$ cat config.mk
export PLATFORM = sky130hd
export DESIGN_NAME = reg_renamer
export DESIGN_NICKNAME = d
export VERILOG_FILES = /design/src/rtl/issue_pkg.sv /design/src/rtl/reg_renamer.sv
export SDC_FILE = /design/constraint.sdc
export NUM_CORES = 1
export LEC_CHECK = 0
export BUFFER_PORTS_ARGS = -buffer_cell sky130_fd_sc_hd__buf_2
export CAP_MARGIN = 20
export CORE_ASPECT_RATIO = 1.25
export CORE_MARGIN = 3
export CORE_UTILIZATION = 40
export CTS_CLUSTER_SIZE = 20
export DETAILED_ROUTE_END_ITERATION = 7
export GPL_TIMING_DRIVEN = 0
export PLACE_DENSITY = 0.54
export SLEW_MARGIN = 25
export SYNTH_ARGS = -nofsm -noshare
export SYNTH_HDL_FRONTEND = slang
export SYNTH_SLANG_ARGS = --single-unit
$ cat constraint.sdc
create_clock -name clk_i -period 2.7 [get_ports clk_i]
set_input_delay 0.405 -clock clk_i [delete_from_list [all_inputs] [get_ports clk_i]]
set_output_delay 0.405 -clock clk_i [all_outputs]
set_load 0.01 [all_outputs]
$ cat src/rtl/issue_pkg.sv
/*
 * issue front end shared definitions
 * register types, operation encoding, instruction field layout
 * and the helpers that tell which register class an operand uses
 */
package issue_pkg;

    // ------------------------------------------------------------
    // widths with a meaning
    // ------------------------------------------------------------
    // raw instruction word
    typedef logic [31:0] instr_t;
    // architectural register address, one of 32 per class
    typedef logic [4:0]  arch_reg_t;
    // physical name, msb is the rename bit
    typedef logic [5:0]  phys_reg_t;
    // operand and writeback data
    typedef logic [31:0] data_t;

    // operation encoding, lives in the top 6 bits of the word
    typedef enum logic [5:0] {
        op_nop   = 6'h00,
        op_alu   = 6'h01,
        op_load  = 6'h02,
        op_fadd  = 6'h10,
        op_fmadd = 6'h11,
        op_fmv_x = 6'h12,
        op_fmv_f = 6'h13
    } op_e;

    // ------------------------------------------------------------
    // instruction field layout, lsb of each field
    // ------------------------------------------------------------
    // bits [5:0] are not used by this front end
    localparam int unsigned opcode_lsb = 26;
    localparam int unsigned rd_lsb     = 21;
    localparam int unsigned rs1_lsb    = 16;
    localparam int unsigned rs2_lsb    = 11;
    localparam int unsigned rs3_lsb    = 6;

    // ------------------------------------------------------------
    // register class helpers
    // ------------------------------------------------------------
    // destination lives in the fp file
    function automatic logic rd_is_fpr(input op_e op);
        return (op == op_fadd) || (op == op_fmadd) || (op == op_fmv_f);
    endfunction

    // first source comes from the fp file, fmv_x moves fp to int
    function automatic logic rs1_is_fpr(input op_e op);
        return (op == op_fadd) || (op == op_fmadd) || (op == op_fmv_x);
    endfunction

    // second source only exists as fp for the arithmetic fp ops
    function automatic logic rs2_is_fpr(input op_e op);
        return (op == op_fadd) || (op == op_fmadd);
    endfunction

    // third source, always fp, only for the fused multiply add
    function automatic logic uses_rs3(input op_e op);
        return op == op_fmadd;
    endfunction

endpackage

$ cat src/rtl/reg_renamer.sv
/*
 * register renamer
 * one toggle bit per architectural register and class extends
 * each 5 bit address to a 6 bit physical name
 */
module reg_renamer #(
    parameter bit RenameEn = 1'b1
) (
    input  logic                 clk_i,
    input  logic                 rst_ni,
    input  logic                 flush_i,
    input  logic                 flush_unissued_i,
    // from decoder
    input  issue_pkg::op_e       op_i,
    input  issue_pkg::arch_reg_t rd_i,
    input  issue_pkg::arch_reg_t rs1_i,
    input  issue_pkg::arch_reg_t rs2_i,
    input  issue_pkg::arch_reg_t rs3_i,
    input  logic                 valid_i,
    output logic                 ack_o,
    // to operand reader
    output issue_pkg::op_e       op_o,
    output issue_pkg::phys_reg_t rd_o,
    output issue_pkg::phys_reg_t rs1_o,
    output issue_pkg::phys_reg_t rs2_o,
    output issue_pkg::phys_reg_t rs3_o,
    output logic                 valid_o,
    input  logic                 ack_i
);

    // toggle tables with one bit per architectural register
    logic [31:0] gpr_tbl_q;
    logic [31:0] gpr_tbl_d;
    logic [31:0] fpr_tbl_q;
    logic [31:0] fpr_tbl_d;

    // name bits picked for this instruction
    logic bit_rs1;
    logic bit_rs2;
    logic bit_rs3;
    logic bit_rd;

    logic take;
    logic has_rd;

    // handshake goes straight through
    assign valid_o = valid_i;
    assign ack_o   = ack_i;
    assign op_o    = op_i;

    assign take   = valid_i & ack_i;
    assign has_rd = op_i != issue_pkg::op_nop;

    // ------------------------------------------------------------
    // name selection
    // ------------------------------------------------------------
    // sources see the current table state
    assign bit_rs1 = issue_pkg::rs1_is_fpr(op_i) ? fpr_tbl_q[rs1_i] : gpr_tbl_q[rs1_i];
    assign bit_rs2 = issue_pkg::rs2_is_fpr(op_i) ? fpr_tbl_q[rs2_i] : gpr_tbl_q[rs2_i];
    // rs3 only carries a rename bit when it is a real operand
    assign bit_rs3 = issue_pkg::uses_rs3(op_i) ? fpr_tbl_q[rs3_i] : 1'b0;
    // destination sees the state after the update and x0 keeps its name
    assign bit_rd  = issue_pkg::rd_is_fpr(op_i) ? ~fpr_tbl_q[rd_i]
                                                : gpr_tbl_q[rd_i] ^ (rd_i != '0);

    assign rs1_o = {RenameEn & bit_rs1, rs1_i};
    assign rs2_o = {RenameEn & bit_rs2, rs2_i};
    assign rs3_o = {RenameEn & bit_rs3, rs3_i};
    assign rd_o  = {RenameEn & bit_rd, rd_i};

    // ------------------------------------------------------------
    // table update
    // ------------------------------------------------------------
    always_comb begin
        gpr_tbl_d = gpr_tbl_q;
        fpr_tbl_d = fpr_tbl_q;
        // flip the destination bit once the instruction is taken
        if (take && has_rd && !flush_unissued_i) begin
            if (issue_pkg::rd_is_fpr(op_i)) begin
                fpr_tbl_d[rd_i] = ~fpr_tbl_q[rd_i];
            end else begin
                gpr_tbl_d[rd_i] = ~gpr_tbl_q[rd_i];
            end
        end
        // x0 is hardwired and never renamed
        gpr_tbl_d[0] = 1'b0;
        // full flush wins over any update
        if (flush_i) begin
            gpr_tbl_d = '0;
            fpr_tbl_d = '0;
        end
    end

    always_ff @(posedge clk_i or negedge rst_ni) begin
        if (!rst_ni) begin
            gpr_tbl_q <= '0;
            fpr_tbl_q <= '0;
        end else begin
            gpr_tbl_q <= gpr_tbl_d;
            fpr_tbl_q <= fpr_tbl_d;
        end
    end

    // ------------------------------------------------------------
    // checks
    // ------------------------------------------------------------
    gpr_zero_never_renamed_a : assert property (
        @(posedge clk_i) disable iff (!rst_ni) gpr_tbl_q[0] == 1'b0
    );

endmodule

==> metrics <==
Internal Power 0.00202 W; peak supply drop ~0.23 mV; starting density of the core 0.415; startpoint class of the critical path register; DRC viols 0; WL per Instance 22.5 um; total number of vias approximately 4700; Hold Path Class in2reg; Req. time, crit path 2300 ps; Lkg Pwr between 2 and 3 nW; CTS tree yes; Vias/cell just over 6; Setup Skew between 8 and 9 ps; Slew Limit Fails 0; Seq/Total Area, Yosys 0.295; clk sink count 63; Post-synth EDFFs 0; Antenna Cells 0; final WL between 15000 and 20000 um; Tightest Pin Transition about 820 ps; cell area power density 418 mW/mm2; ys flop type dfrtp_1; vias in the first global route ~4700; Switching Fraction 0.259; CTS root buf clkbuf_16; Synthesis Warnings 0; Clock power frac 0.507; Syn Inst Count 520; setup violators final 0; worst skew pair latency ~340 ps; sequential share of power 0.347; gr usage total 0.243; Initial DRT Pass Iterations 5; number of synthesized register bits between 60 and 70; CP endpoint kind output port; global-route wire length before repair approximately 27000 um; Std-Cell Rows 46; Comb pwr share 0.146; Syn Std Cell Area 0.00535 mm2; Die Area 0.0148 mm2; commonest non-fill, non-tap cell in the layout nand2_1; most frequent cells in the layout nand2_1 (87), dfrtp_1 (61), mux4_2 (57); Mapped Nets between 500 and 600; syn_area_per_cell slightly above 10 um2; part of the cycle the worst path needs 0.982; max-cap viol count 0; Util after Layout 0.507; layout cell share with drive strength beyond 1 0.395; Worst Setup Path Type reg2out; I/O pin count between 60 and 70; Die Ht around 140 um; nets@finish around 630; antenna violations before repair 0; Port-buffer cells 53; status complete, no violations; antenna-violating nets left 0; Clock Path Buffers 2; gr ovfl total 0; clock slew at reported path FFs around 60 ps; Synth cell types 43; RSZ-0062 raised after global routing no; CP arrival about 2300 ps; Final Power ~0.0027 W; Hold Fails Final Rpt 0; Psw between 0.0007 and 0.0008 W; min cycle time layout about 2700 ps; GPL Wtd Cong a little over 0.9; DIE WIDTH ~110 um; core footprint approximately 0.013 mm2; CTS Buf Count 9; largest net degree at the start of global routing 41; post-DP HPWL 12700 um; H-tree depth 3; max_slew headroom 0.450; ys async rst share 1.00; P&R area growth vs syn 22.3%; Worst Path Max Fanout 4; Fmax 0.377 GHz; DRT iter0 DRCs 331
## cell usage after synthesis, types with 3 or more instances
cell type	instances	area [um2]
buf_4	33	248
nand3b_1	35	263
nand3_1	19	95.1
mux2_2	3	33.8
mux2i_1	11	110
a311oi_1	5	43.8
nor2_1	24	90.1
clkbuf_1	20	75.1
mux4_2	57	1280
a22oi_1	9	67.6
nor3b_2	3	37.5
buf_6	7	78.8
nand4_1	3	18.8
o31ai_1	31	233
o21ai_1	17	85.1
dfrtp_1	63	1580
buf_2	13	65.1
a21oi_1	37	185
nand2_1	87	327
nor2b_1	3	18.8
clkbuf_8	5	68.8
and3b_1	4	35.0
## metrics by stage
step	instance area, um2	worst slack, ps	instances	hold slack (ps)	TNS, ps
3_5_place_dp	5890	-361	744	343	-1110
3_3_place_gp	5820	-570	741	534	-2390
5_1_grt	6540	1.96	770	447	0
4_1_cts	6290	-235	761	434	-235
6_report	6540	48.1	770	446	0
2_1_floorplan	5350	155	520	109	0
## final cells by class
class | instances | area, um2
plain buffers | 75 | 603
clock buffers | 9 | 225
clock inverters | 7 | 120
fillers | 1224 | 6350
inverters | 2 | 7.51
multi-input cells | 374 | 3320
flip-flops and latches | 63 | 1580
well taps | 168 | 210
repair buffers | 72 | 473
## worst max-delay path, stage by stage, from the launching register on
cell and delay (ps):
dfrtp_2 450, mux4_2 480, mux2_4 290, a2111oi_4 330, a311oi_1 90, buf_4 140, buf_2 130
## state kept, by name, indices dropped and copies added, names as in the netlist
register / cells
fpr_tbl_q: 32
gpr_tbl_q: 31
## cells by family (layout without fill, tap and decap cells)
family	after synthesis	count (layout)	synth area share
AO/OA/AOI/OAI	107	107	0.126
buffers and inverters	83	165	0.111
flip-flops	63	63	0.295
multiplexers	71	71	0.267
AND/OR/NAND/NOR	196	196	0.201
## final timing paths
kind	from	to	slack [ps]	depth (start not counted)
worst max-delay path	gpr_tbl_q[24]	rs1_o[5]	50	6
worst min-delay path	flush_i	gpr_tbl_q[15]	450	3
worst max register to register	fpr_tbl_q[19]	fpr_tbl_q[13]	580	7
worst min register to register	gpr_tbl_q[16]	gpr_tbl_q[16]	560	2
max in group asynchronous	rst_ni	fpr_tbl_q[22]	1620	3
min in group asynchronous	rst_ni	gpr_tbl_q[19]	510	2
## power groups by stage
stage          Clock (W)  Combinational, W  Sequential, W
2_1_floorplan          0          0.000221       0.000965
3_3_place_gp           0          0.000356       0.000965
3_5_place_dp           0          0.000365       0.000966
4_1_cts          0.00139          0.000375       0.000948
5_1_grt          0.00144          0.000428       0.000948
6_report         0.00139          0.000398       0.000948
## per-layer routing
| layer | vias up | track usage | wire length (um) |
|---|---|---|---|
| li1 | 2097 | - | - |
| met1 | 2366 | 0.298 | 6680 |
| met2 | 166 | 0.424 | 9120 |
| met3 | 40 | 0.0377 | 960 |
| met4 | 0 | 0.0936 | 566 |
| met5 | - | 0 | 0 |
## what timing repair did
item / in CTS / in global routing
setup buffers: 0 / 14
pin swaps: 0 / 9
hold endpoints to repair: 23 / 0
setup endpoints to repair: 4 / 4
resized for setup: 17 / 36
cloned: 0 / 1
hold buffers: 1 / 0
Power figures use the tool's default switching activity.
