## src/rtl/issue_pkg.sv

```systemverilog
/*
 * issue front end shared definitions
 * register types, operation encoding, instruction field layout
 * and the helpers that tell which register class an operand uses
 */
package issue_pkg;

    // ------------------------------------------------------------
    // widths with a meaning
    // ------------------------------------------------------------
    // raw instruction word
    typedef logic [31:0] instr_t;
    // architectural register address, one of 32 per class
    typedef logic [4:0]  arch_reg_t;
    // physical name, msb is the rename bit
    typedef logic [5:0]  phys_reg_t;
    // operand and writeback data
    typedef logic [31:0] data_t;

    // operation encoding, lives in the top 6 bits of the word
    typedef enum logic [5:0] {
        op_nop   = 6'h00,
        op_alu   = 6'h01,
        op_load  = 6'h02,
        op_fadd  = 6'h10,
        op_fmadd = 6'h11,
        op_fmv_x = 6'h12,
        op_fmv_f = 6'h13
    } op_e;

    // ------------------------------------------------------------
    // instruction field layout, lsb of each field
    // ------------------------------------------------------------
    // bits [5:0] are not used by this front end
    localparam int unsigned opcode_lsb = 26;
    localparam int unsigned rd_lsb     = 21;
    localparam int unsigned rs1_lsb    = 16;
    localparam int unsigned rs2_lsb    = 11;
    localparam int unsigned rs3_lsb    = 6;

    // ------------------------------------------------------------
    // register class helpers
    // ------------------------------------------------------------
    // destination lives in the fp file
    function automatic logic rd_is_fpr(input op_e op);
        return (op == op_fadd) || (op == op_fmadd) || (op == op_fmv_f);
    endfunction

    // first source comes from the fp file, fmv_x moves fp to int
    function automatic logic rs1_is_fpr(input op_e op);
        return (op == op_fadd) || (op == op_fmadd) || (op == op_fmv_x);
    endfunction

    // second source only exists as fp for the arithmetic fp ops
    function automatic logic rs2_is_fpr(input op_e op);
        return (op == op_fadd) || (op == op_fmadd);
    endfunction

    // third source, always fp, only for the fused multiply add
    function automatic logic uses_rs3(input op_e op);
        return op == op_fmadd;
    endfunction

endpackage

```

## src/rtl/instr_decoder.sv

```systemverilog
/*
 * instruction decoder
 * splits the word into the operation and the register fields,
 * maps unknown opcodes to nop and zeroes every unused field
 */
module instr_decoder (
    input  issue_pkg::instr_t    instr_i,
    input  logic                 instr_valid_i,
    output issue_pkg::op_e       op_o,
    output issue_pkg::arch_reg_t rd_o,
    output issue_pkg::arch_reg_t rs1_o,
    output issue_pkg::arch_reg_t rs2_o,
    output issue_pkg::arch_reg_t rs3_o,
    output logic                 valid_o
);

    // raw fields straight from the word
    logic [5:0]           opcode;
    issue_pkg::arch_reg_t rd_raw;
    issue_pkg::arch_reg_t rs1_raw;
    issue_pkg::arch_reg_t rs2_raw;
    issue_pkg::arch_reg_t rs3_raw;

    // decoded operation and field usage
    issue_pkg::op_e op;
    logic           use_rd;
    logic           use_rs1;
    logic           use_rs2;
    logic           use_rs3;

    // ------------------------------------------------------------
    // field extraction
    // ------------------------------------------------------------
    assign opcode  = instr_i[issue_pkg::opcode_lsb +: 6];
    assign rd_raw  = instr_i[issue_pkg::rd_lsb +: 5];
    assign rs1_raw = instr_i[issue_pkg::rs1_lsb +: 5];
    assign rs2_raw = instr_i[issue_pkg::rs2_lsb +: 5];
    assign rs3_raw = instr_i[issue_pkg::rs3_lsb +: 5];

    // ------------------------------------------------------------
    // operation decode
    // ------------------------------------------------------------
    always_comb begin
        // anything not listed degrades to a nop touching no register
        op      = issue_pkg::op_nop;
        use_rd  = 1'b0;
        use_rs1 = 1'b0;
        use_rs2 = 1'b0;
        use_rs3 = 1'b0;
        unique case (opcode)
            issue_pkg::op_alu,
            issue_pkg::op_fadd: begin
                // two sources, one destination, same class
                op      = issue_pkg::op_e'(opcode);
                use_rd  = 1'b1;
                use_rs1 = 1'b1;
                use_rs2 = 1'b1;
            end
            issue_pkg::op_load,
            issue_pkg::op_fmv_x,
            issue_pkg::op_fmv_f: begin
                // single source, rs2 left at zero
                op      = issue_pkg::op_e'(opcode);
                use_rd  = 1'b1;
                use_rs1 = 1'b1;
            end
            issue_pkg::op_fmadd: begin
                op      = issue_pkg::op_fmadd;
                use_rd  = 1'b1;
                use_rs1 = 1'b1;
                use_rs2 = 1'b1;
                use_rs3 = 1'b1;
            end
            default: begin
                op = issue_pkg::op_nop;
            end
        endcase
    end

    // unused sources read register 0, a nop targets gpr 0 which is never renamed
    assign op_o    = op;
    assign rd_o    = use_rd  ? rd_raw  : '0;
    assign rs1_o   = use_rs1 ? rs1_raw : '0;
    assign rs2_o   = use_rs2 ? rs2_raw : '0;
    assign rs3_o   = use_rs3 ? rs3_raw : '0;
    assign valid_o = instr_valid_i;

endmodule

```

## config.mk

```make
export PLATFORM = sky130hd
export DESIGN_NAME = instr_decoder
export DESIGN_NICKNAME = d
export VERILOG_FILES = /design/src/rtl/issue_pkg.sv /design/src/rtl/instr_decoder.sv
export SDC_FILE = /design/constraint.sdc
export NUM_CORES = 1
export LEC_CHECK = 0
export BUFFER_PORTS_ARGS = -buffer_cell sky130_fd_sc_hd__buf_2
export CAP_MARGIN = 20
export CORE_AREA = 2 2 39 41
export DETAILED_ROUTE_END_ITERATION = 7
export DIE_AREA = 0 0 41 43
export PLACE_DENSITY = 0.82
export SLEW_MARGIN = 10
export SYNTH_ARGS = -nofsm -noshare
export SYNTH_HDL_FRONTEND = slang
export SYNTH_SLANG_ARGS = --single-unit
```

## constraint.sdc

```tcl
create_clock -name vclk -period 2
set_input_delay 0.5 -clock vclk [all_inputs]
set_output_delay 0.5 -clock vclk [all_outputs]
set_load 0.02 [all_outputs]
```

==> results.json, run 1 <==
{
  "cp-start-kind": "input port",
  "dieArea_mm2": 0.00176,
  "pin_count": 60,
  "overflow": 0,
  "top_usage_layer": "met2",
  "min_path_type": "input port to output pin",
  "vias_per_cell": 4.86,
  "drv_slew": 0,
  "synth_warnings": 0,
  "max_cap_violations": 0,
  "firstDrtPassIters": 4,
  "final.period_utilization_pct": 104,
  "place_hpwl_um": 952,
  "syn_avg_cell_area_um2": 8.12,
  "total_power_uw": 179,
  "antenna_found_initial": 0,
  "slowest_stage": "or3_4",
  "dr_total_vias": 573,
  "critPathCaptureType": "output pin",
  "finalHoldViolations": 0,
  "setup-violations-final": 16,
  "ys_seq_area_share_pct": 0,
  "crit_required_ns": 1.50,
  "place_congestion": 0.687,
  "final_area_um2": 990,
  "ant_nets": 0,
  "crit_type": "input port to output pin",
  "grt_pass1_wl_um": 1970,
  "max_freq_ghz": 0.480,
  "status": "finished, violations left",
  "synth_area_um2": 398,
  "dpl_cell_area_um2": 734,
  "nFlopsAndLatches": 0,
  "start_util_pct": 28.8,
  "drtIter0Drc": 4,
  "worst_pin_slew_ns": 0.500,
  "violations": "negative setup slack",
  "seq_area_um2": 0,
  "antenna_cells": 0,
  "globalRouteMet1Util_pct": 15.3,
  "vdd_drop_max_mv": 0.0976,
  "leakage_uw": 0.000491,
  "worstPathMaxFanout": 5,
  "met2_usage_pct": 31.6,
  "holdPathStages": 0,
  "die_y_um": 43,
  "nFillCells": 97,
  "synthCells": 49,
  "gr-usage-all-layers_pct": 15.0,
  "use_met3_pct": 0,
  "crit_arrival_ns": 1.58,
  "avgRoutedWirePerCell_um": 13.1,
  "grt_max_degree": 13,
  "layout_setup_ws_ns": -0.0843,
  "powerDensity_mw_per_mm2": 181,
  "yosysUniqueCellTypes": 16,
  "portBuffers": 49,
  "rsz0062_at_grt": "true",
  "critPathMaxStageDelay_ns": 0.44,
  "nNetsFinal": 137,
  "layout_min_cycle_time_ns": 2.08,
  "finalSetupTns_ns": -0.590,
  "drc": 0,
  "cts_hold_buf": 0,
  "slew_headroom_pct": 66.6,
  "rows": 14,
  "core_area_mm2": 0.00138,
  "drt_wl_total_um": 1550,
  "die_w_um": 41,
  "synthToLayoutAreaGrowth_pct": 149,
  "grt_pass1_vias": 501,
  "clock_buffers": 0,
  "path_cells": "buf_6 -> or3_4 -> buf_12 -> nor4b_4 -> buf_4",
  "drive_gt1_share_pct": 77.5
}
[report_power, final]
part,internal [µW],total [µW],leakage [µW],switching [µW]
sequential,0,0,0,0
clock,0,0,0,0
combinational,84.4,179,0.000491,94.8
total,84.4,179,0.000491,94.8
[worst max-delay path, delay by kind of cell]
| family | cells | cell delay [ns] |
|---|---|---|
| AND/OR/NAND/NOR | 2 | 0.65 |
| buffers and inverters | 3 | 0.43 |
[per-layer routing]
metal  share of wire (%)  routed length (µm)
met1                  32                 497
met2                  59                 911
met3                 8.3                 129
met4                0.39                   6
met5                   0                   0
[synth_stat cells (all sizes together)]
cell	n	area, µm²
or3	1	6.26
and4	5	43.8
buf	8	66.3
conb	1	3.75
nor4b	5	43.8
o211a	1	10.0
inv	12	45.0
nor2b	1	6.26
nor2	2	7.51
a211oi	11	133
xnor2	1	27.5
nor3	1	5.00
[metrics by stage]
stage               hold slack (ns)  util (%)  instances  setup WS [ns]
finish                         1.00      71.5        118        -0.0843
global route                   1.00      71.5        118         -0.141
CTS                            1.00      65.0        116         -0.108
detailed placement             1.00      53.1        113         -0.186
global placement               1.00      53.1        113         -0.138
floorplan                      1.06         -         51         -0.253
[cell families after synthesis]
kind of cell,synth area share [%]
buf+inv,28.0
simple gates,28.3
compound gates,35.8
xor+xnor,6.92
other cells,0.942
[final timing paths]
path              slack, ns           from       end
hold / removal         1.00  instr_valid_i   valid_o
setup / recovery      -0.08    instr_i[28]  rs2_o[3]
[placed cells by master, fill, tap and decap left out, drive strengths merged, types with 2 or more instances in the layout]
cell type | netlist | final
inv | 12 | 12
and4 | 5 | 5
nor2 | 2 | 2
buf | 8 | 58
a211oi | 11 | 11
nor4b | 5 | 5
conb | 1 | 3
[cell type report]
type | instances | area, µm² | share of cell area (%)
multi-input cells | 31 | 443 | 44.8
inverters | 12 | 45.0 | 4.55
well taps | 16 | 20.0 | 2.02
repair buffers | 59 | 482 | 48.7
[timing repair]
| item | CTS | global route |
|---|---|---|
| endpoints found under the hold margin | 0 | 0 |
| endpoints found under the setup margin | 16 | 21 |
| pin swaps | 1 | 11 |
| buffers inserted | 2 | 1 |
| cloned | 1 | 1 |
| gates resized for setup | 28 | 13 |
Power figures use the tool's default switching activity.
==> run 2: changes to the inputs <==
--- a/config.mk
+++ b/config.mk
@@ -5,12 +5,13 @@
 export SDC_FILE = /design/constraint.sdc
 export NUM_CORES = 1
 export LEC_CHECK = 0
+export ABC_AREA = 1
 export BUFFER_PORTS_ARGS = -buffer_cell sky130_fd_sc_hd__buf_2
 export CAP_MARGIN = 20
 export CORE_AREA = 2 2 39 41
 export DETAILED_ROUTE_END_ITERATION = 7
 export DIE_AREA = 0 0 41 43
-export PLACE_DENSITY = 0.82
+export PLACE_DENSITY = 0.81
 export SLEW_MARGIN = 10
 export SYNTH_ARGS = -nofsm -noshare
 export SYNTH_HDL_FRONTEND = slang
==> results.json, run 2 <==
{
  "status": "completed",
  "grt_pass1_wl_um": 1390,
  "overflow": 0,
  "antenna_found_initial": 0,
  "synth_area_um2": 380,
  "nFlopsAndLatches": 0,
  "start_util_pct": 27.5,
  "drt_wl_total_um": 931,
  "layout_min_cycle_time_ns": 1.91,
  "post-cts-setup-buffer-count": 0,
  "place_hpwl_um": 875,
  "rows": 14,
  "antenna_cells": 0,
  "finalSetupTns_ns": 0,
  "crit_start": "instr_i[29]",
  "path_delay_family": "simple AND/OR/NAND/NOR gates",
  "ys_seq_area_share_pct": 0,
  "yosys-top-cells-area": "inv_1 25%, nor2_2 16%, nor2_1 8.9%",
  "final_area_um2": 626,
  "cp_common_cell": "nor2_4",
  "synth_warnings": 0,
  "firstDrtPassIters": 4,
  "final.period_utilization_pct": 95.5,
  "cp-start-kind": "input port",
  "drc": 0,
  "seq_area_um2": 0,
  "ctsResizeCount": 0,
  "dieArea_mm2": 0.00176,
  "vdd_drop_max_mv": 0.0514,
  "dpl_cell_area_um2": 623,
  "crit_type": "input port to output pin",
  "slowest_stage": "nor2_4",
  "worstPathMaxFanout": 10,
  "die_w_um": 41,
  "clock_buffers": 0,
  "drv_slew": 0,
  "synthCells": 70,
  "dp.cells": 133,
  "critPathCaptureType": "output pin",
  "grt_pass1_vias": 411,
  "syn_avg_cell_area_um2": 5.43,
  "synthMostInstantiatedCell": "inv_1",
  "rsz0062_at_grt": "false",
  "multi_input_area_um2": 250,
  "drive_gt1_share_pct": 60.7,
  "finalHoldViolations": 0,
  "avgRoutedWirePerCell_um": 7.00,
  "cp_num_cells": 9,
  "crit_path_end": "rd_o[3]",
  "core_area_mm2": 0.00138,
  "yosysUniqueCellTypes": 15,
  "drtIter0Drc": 2,
  "synthToLayoutAreaGrowth_pct": 64.5,
  "crit_arrival_ns": 1.41,
  "path_cells": "buf_2 -> nor2_4 -> inv_2 -> nor2_4 -> nand2_4 -> inv_4 -> nor2_8 -> nor2_2 -> buf_4",
  "layout_commonest_cell": "buf_2",
  "netlist_top_cells_count": "25 x inv_1, 10 x nor2_2, 9 x nor2_1",
  "ant_nets": 0,
  "die_y_um": 43,
  "crit_required_ns": 1.50,
  "grt_max_degree": 11,
  "fin_cells": 133,
  "pin_count": 60,
  "place_congestion": 0.692,
  "synth_top_area_share_pct": 24.7,
  "nFillCells": 155,
  "cts_hold_buf": 0,
  "portBuffers": 49,
  "min_path_type": "input port to output pin",
  "dr_total_vias": 519,
  "worst-path-buf-inv": 4,
  "setup-violations-final": 0,
  "yosys.area.top_type": "inv_1",
  "critPathMaxStageDelay_ns": 0.16,
  "layout_common_cells": "48 x buf_2, 25 x inv_1, 10 x nor2_2",
  "powerDensity_mw_per_mm2": 147,
  "gr-usage-all-layers_pct": 10.4,
  "max_freq_ghz": 0.523,
  "nNetsFinal": 152,
  "max_cap_violations": 0,
  "leakage_uw": 0.000521,
  "vias_per_cell": 3.90
}
[run 2: final cells by class]
class / count / share of cell area (%)
Inverter: 28 / 17.2
Multi-Input combinational cell: 40 / 40.0
Tap cell: 16 / 3.20
Timing Repair Buffer: 49 / 39.6
[run 2: how the worst min path moves through the flow]
stage,endpoint,start,slack [ns],depth (start not counted)
floorplan,rd_o[0],instr_i[21],1.11,2
global route,valid_o,instr_valid_i,1.00,0
finish,valid_o,instr_valid_i,1.00,0
CTS,valid_o,instr_valid_i,1.00,0
global placement,valid_o,instr_valid_i,1.00,0
detailed placement,valid_o,instr_valid_i,1.00,0
[run 2: logic make-up after synthesis]
family / Yosys count / share of synthesized area [%]
AO/OA/AOI/OAI: 1 / 2.30
buffers and inverters: 32 / 36.2
AND/OR/NAND/NOR: 36 / 60.5
other: 1 / 0.986
[run 2: power breakdown]
part | switching (µW) | internal [µW] | total [µW] | leakage, µW
Combinational | 55.2 | 36.8 | 91.9 | 0.000521
Clock | 0 | 0 | 0 | 0
Sequential | 0 | 0 | 0 | 0
[run 2: stage by stage]
| step | setup slack (ns) | hold slack (ns) | total power, µW | util [%] |
|---|---|---|---|---|
| 3_3_place_gp | 0.102 | 1.00 | 90.3 | 45.0 |
| 3_5_place_dp | 0.0604 | 1.00 | 92.5 | 45.0 |
| 5_1_grt | 0.00171 | 1.00 | 101 | 45.2 |
| 4_1_cts | 0.0632 | 1.00 | 92.5 | 45.0 |
| 2_1_floorplan | 0.189 | 1.11 | 59.6 | - |
| 6_report | 0.0895 | 1.00 | 91.9 | 45.2 |
[run 2: metal layers]
layer	part of all wire (%)	global-route usage [%]	wire [µm]	vias up
met5	0	0	0	-
met4	1.7	1.33	16	0
met3	11	1.05	106	2
met2	56	21.9	519	30
met1	31	9.49	288	210
li1	-	-	-	277
==> run 3: changes to the inputs <==
--- a/config.mk
+++ b/config.mk
@@ -12,7 +12,9 @@
 export DETAILED_ROUTE_END_ITERATION = 7
 export DIE_AREA = 0 0 41 43
 export PLACE_DENSITY = 0.81
+export SETUP_SLACK_MARGIN = 0.3
 export SLEW_MARGIN = 10
 export SYNTH_ARGS = -nofsm -noshare
 export SYNTH_HDL_FRONTEND = slang
 export SYNTH_SLANG_ARGS = --single-unit
+export TNS_END_PERCENT = 50
==> results.json, run 3 (synthesized netlist as in run 2, its figures left out) <==
{
  "nFlopsAndLatches": 0,
  "die_y_um": 43,
  "place_hpwl_um": 878,
  "pre_cts_slack_ns": -0.0299,
  "synthToLayoutAreaGrowth_pct": 119,
  "rows": 14,
  "nFillCells": 127,
  "status": "completed",
  "max_cap_violations": 0,
  "firstDrtPassIters": 4,
  "ant_nets": 0,
  "dp.cells": 134,
  "antenna_found_initial": 0,
  "drive_gt1_share_pct": 64.8,
  "multi_input_area_um2": 320,
  "portBuffers": 49,
  "place_congestion": 0.618,
  "leakage_uw": 0.000563,
  "critPathCaptureType": "output pin",
  "layout_min_cycle_time_ns": 1.97,
  "final.period_utilization_pct": 98.3,
  "vias_per_cell": 4.03,
  "grt_max_degree": 6,
  "crit_path_end": "rd_o[1]",
  "min_path_type": "input port to output pin",
  "vdd_drop_max_mv": 0.0923,
  "crit_arrival_ns": 1.47,
  "overflow": 0,
  "die_w_um": 41,
  "layout_common_cells": "27 x buf_2, 25 x inv_1, 19 x buf_4",
  "cts_hold_buf": 0,
  "crit_start": "instr_i[29]",
  "dr_total_vias": 556,
  "cp-start-kind": "input port",
  "drtIter0Drc": 4,
  "drt_wl_total_um": 1110,
  "finalSetupTns_ns": 0,
  "final_area_um2": 833,
  "crit_required_ns": 1.50,
  "gr-usage-all-layers_pct": 11.3,
  "drv_slew": 0,
  "dieArea_mm2": 0.00176,
  "start_util_pct": 27.5,
  "antenna_cells": 0,
  "max_freq_ghz": 0.509,
  "worstPathMaxFanout": 5,
  "crit_type": "input port to output pin",
  "hold_start": "instr_valid_i",
  "layout_setup_ws_ns": 0.0338,
  "drc": 0,
  "grt_pass1_wl_um": 1520,
  "setup-violations-final": 0,
  "core_area_mm2": 0.00138,
  "clock_buffers": 0,
  "rsz0062_at_grt": "true",
  "nNetsFinal": 157,
  "layout_commonest_cell": "buf_2",
  "pin_count": 60,
  "hold_ws_ns": 1.00,
  "powerDensity_mw_per_mm2": 148,
  "grt_pass1_vias": 437,
  "finalHoldViolations": 0,
  "avgRoutedWirePerCell_um": 8.03,
  "seq_area_um2": 0,
  "dpl_cell_area_um2": 681,
  "fin_cells": 138
}
[run 3: how the worst min path moves through the flow]
stage	endpoint	depth (start not counted)	slack [ns]
6_report	valid_o	0	1.00
5_1_grt	valid_o	0	1.00
4_1_cts	valid_o	0	1.00
3_5_place_dp	valid_o	0	1.00
3_3_place_gp	valid_o	0	1.00
2_1_floorplan	valid_o	1	1.11
[run 3: routing by layer]
layer	share of wire [%]	routed length (µm)	up-vias	GRT usage, %
met3	7.2	80	2	0
li1	-	-	286	-
met1	32	357	242	13.3
met4	1.8	20	0	0
met2	59	649	26	22.2
met5	0	0	-	0
[run 3: critical path, stage by stage]
cell     delay [ns]
buf_6          0.09
nor2_4         0.16
inv_2          0.06
nor2_4         0.10
nand2_4        0.07
inv_4          0.07
nor2_8         0.05
buf_12         0.13
nor2_4         0.10
buf_6          0.12
[run 3: repair_timing]
action                                  in CTS  in global routing
resized for setup                           14                 17
buffers inserted                             4                  0
gates cloned                                 0                  0
pin swaps                                    4                  3
endpoints found under the setup margin      20                 20
[run 3: area by class of cell]
type	instances	area share [%]
Inverter	28	12.9
Multi-Input combinational cell	40	38.4
Tap cell	16	2.40
Timing Repair Buffer	54	46.2
[run 3: power breakdown]
part           switching, µW  internal [µW]  total (µW)  leakage, µW
clock network              0              0           0            0
registers                  0              0           0            0
logic                   67.7           55.7         123     0.000563
total                   67.7           55.7         123     0.000563
[run 3: metrics by stage]
| stage | total power (µW) | util, % |
|---|---|---|
| 2_1_floorplan | 68.8 | - |
| 3_3_place_gp | 100 | 49.2 |
| 3_5_place_dp | 102 | 49.2 |
| 4_1_cts | 121 | 56.5 |
| 5_1_grt | 134 | 60.2 |
| 6_report | 123 | 60.2 |
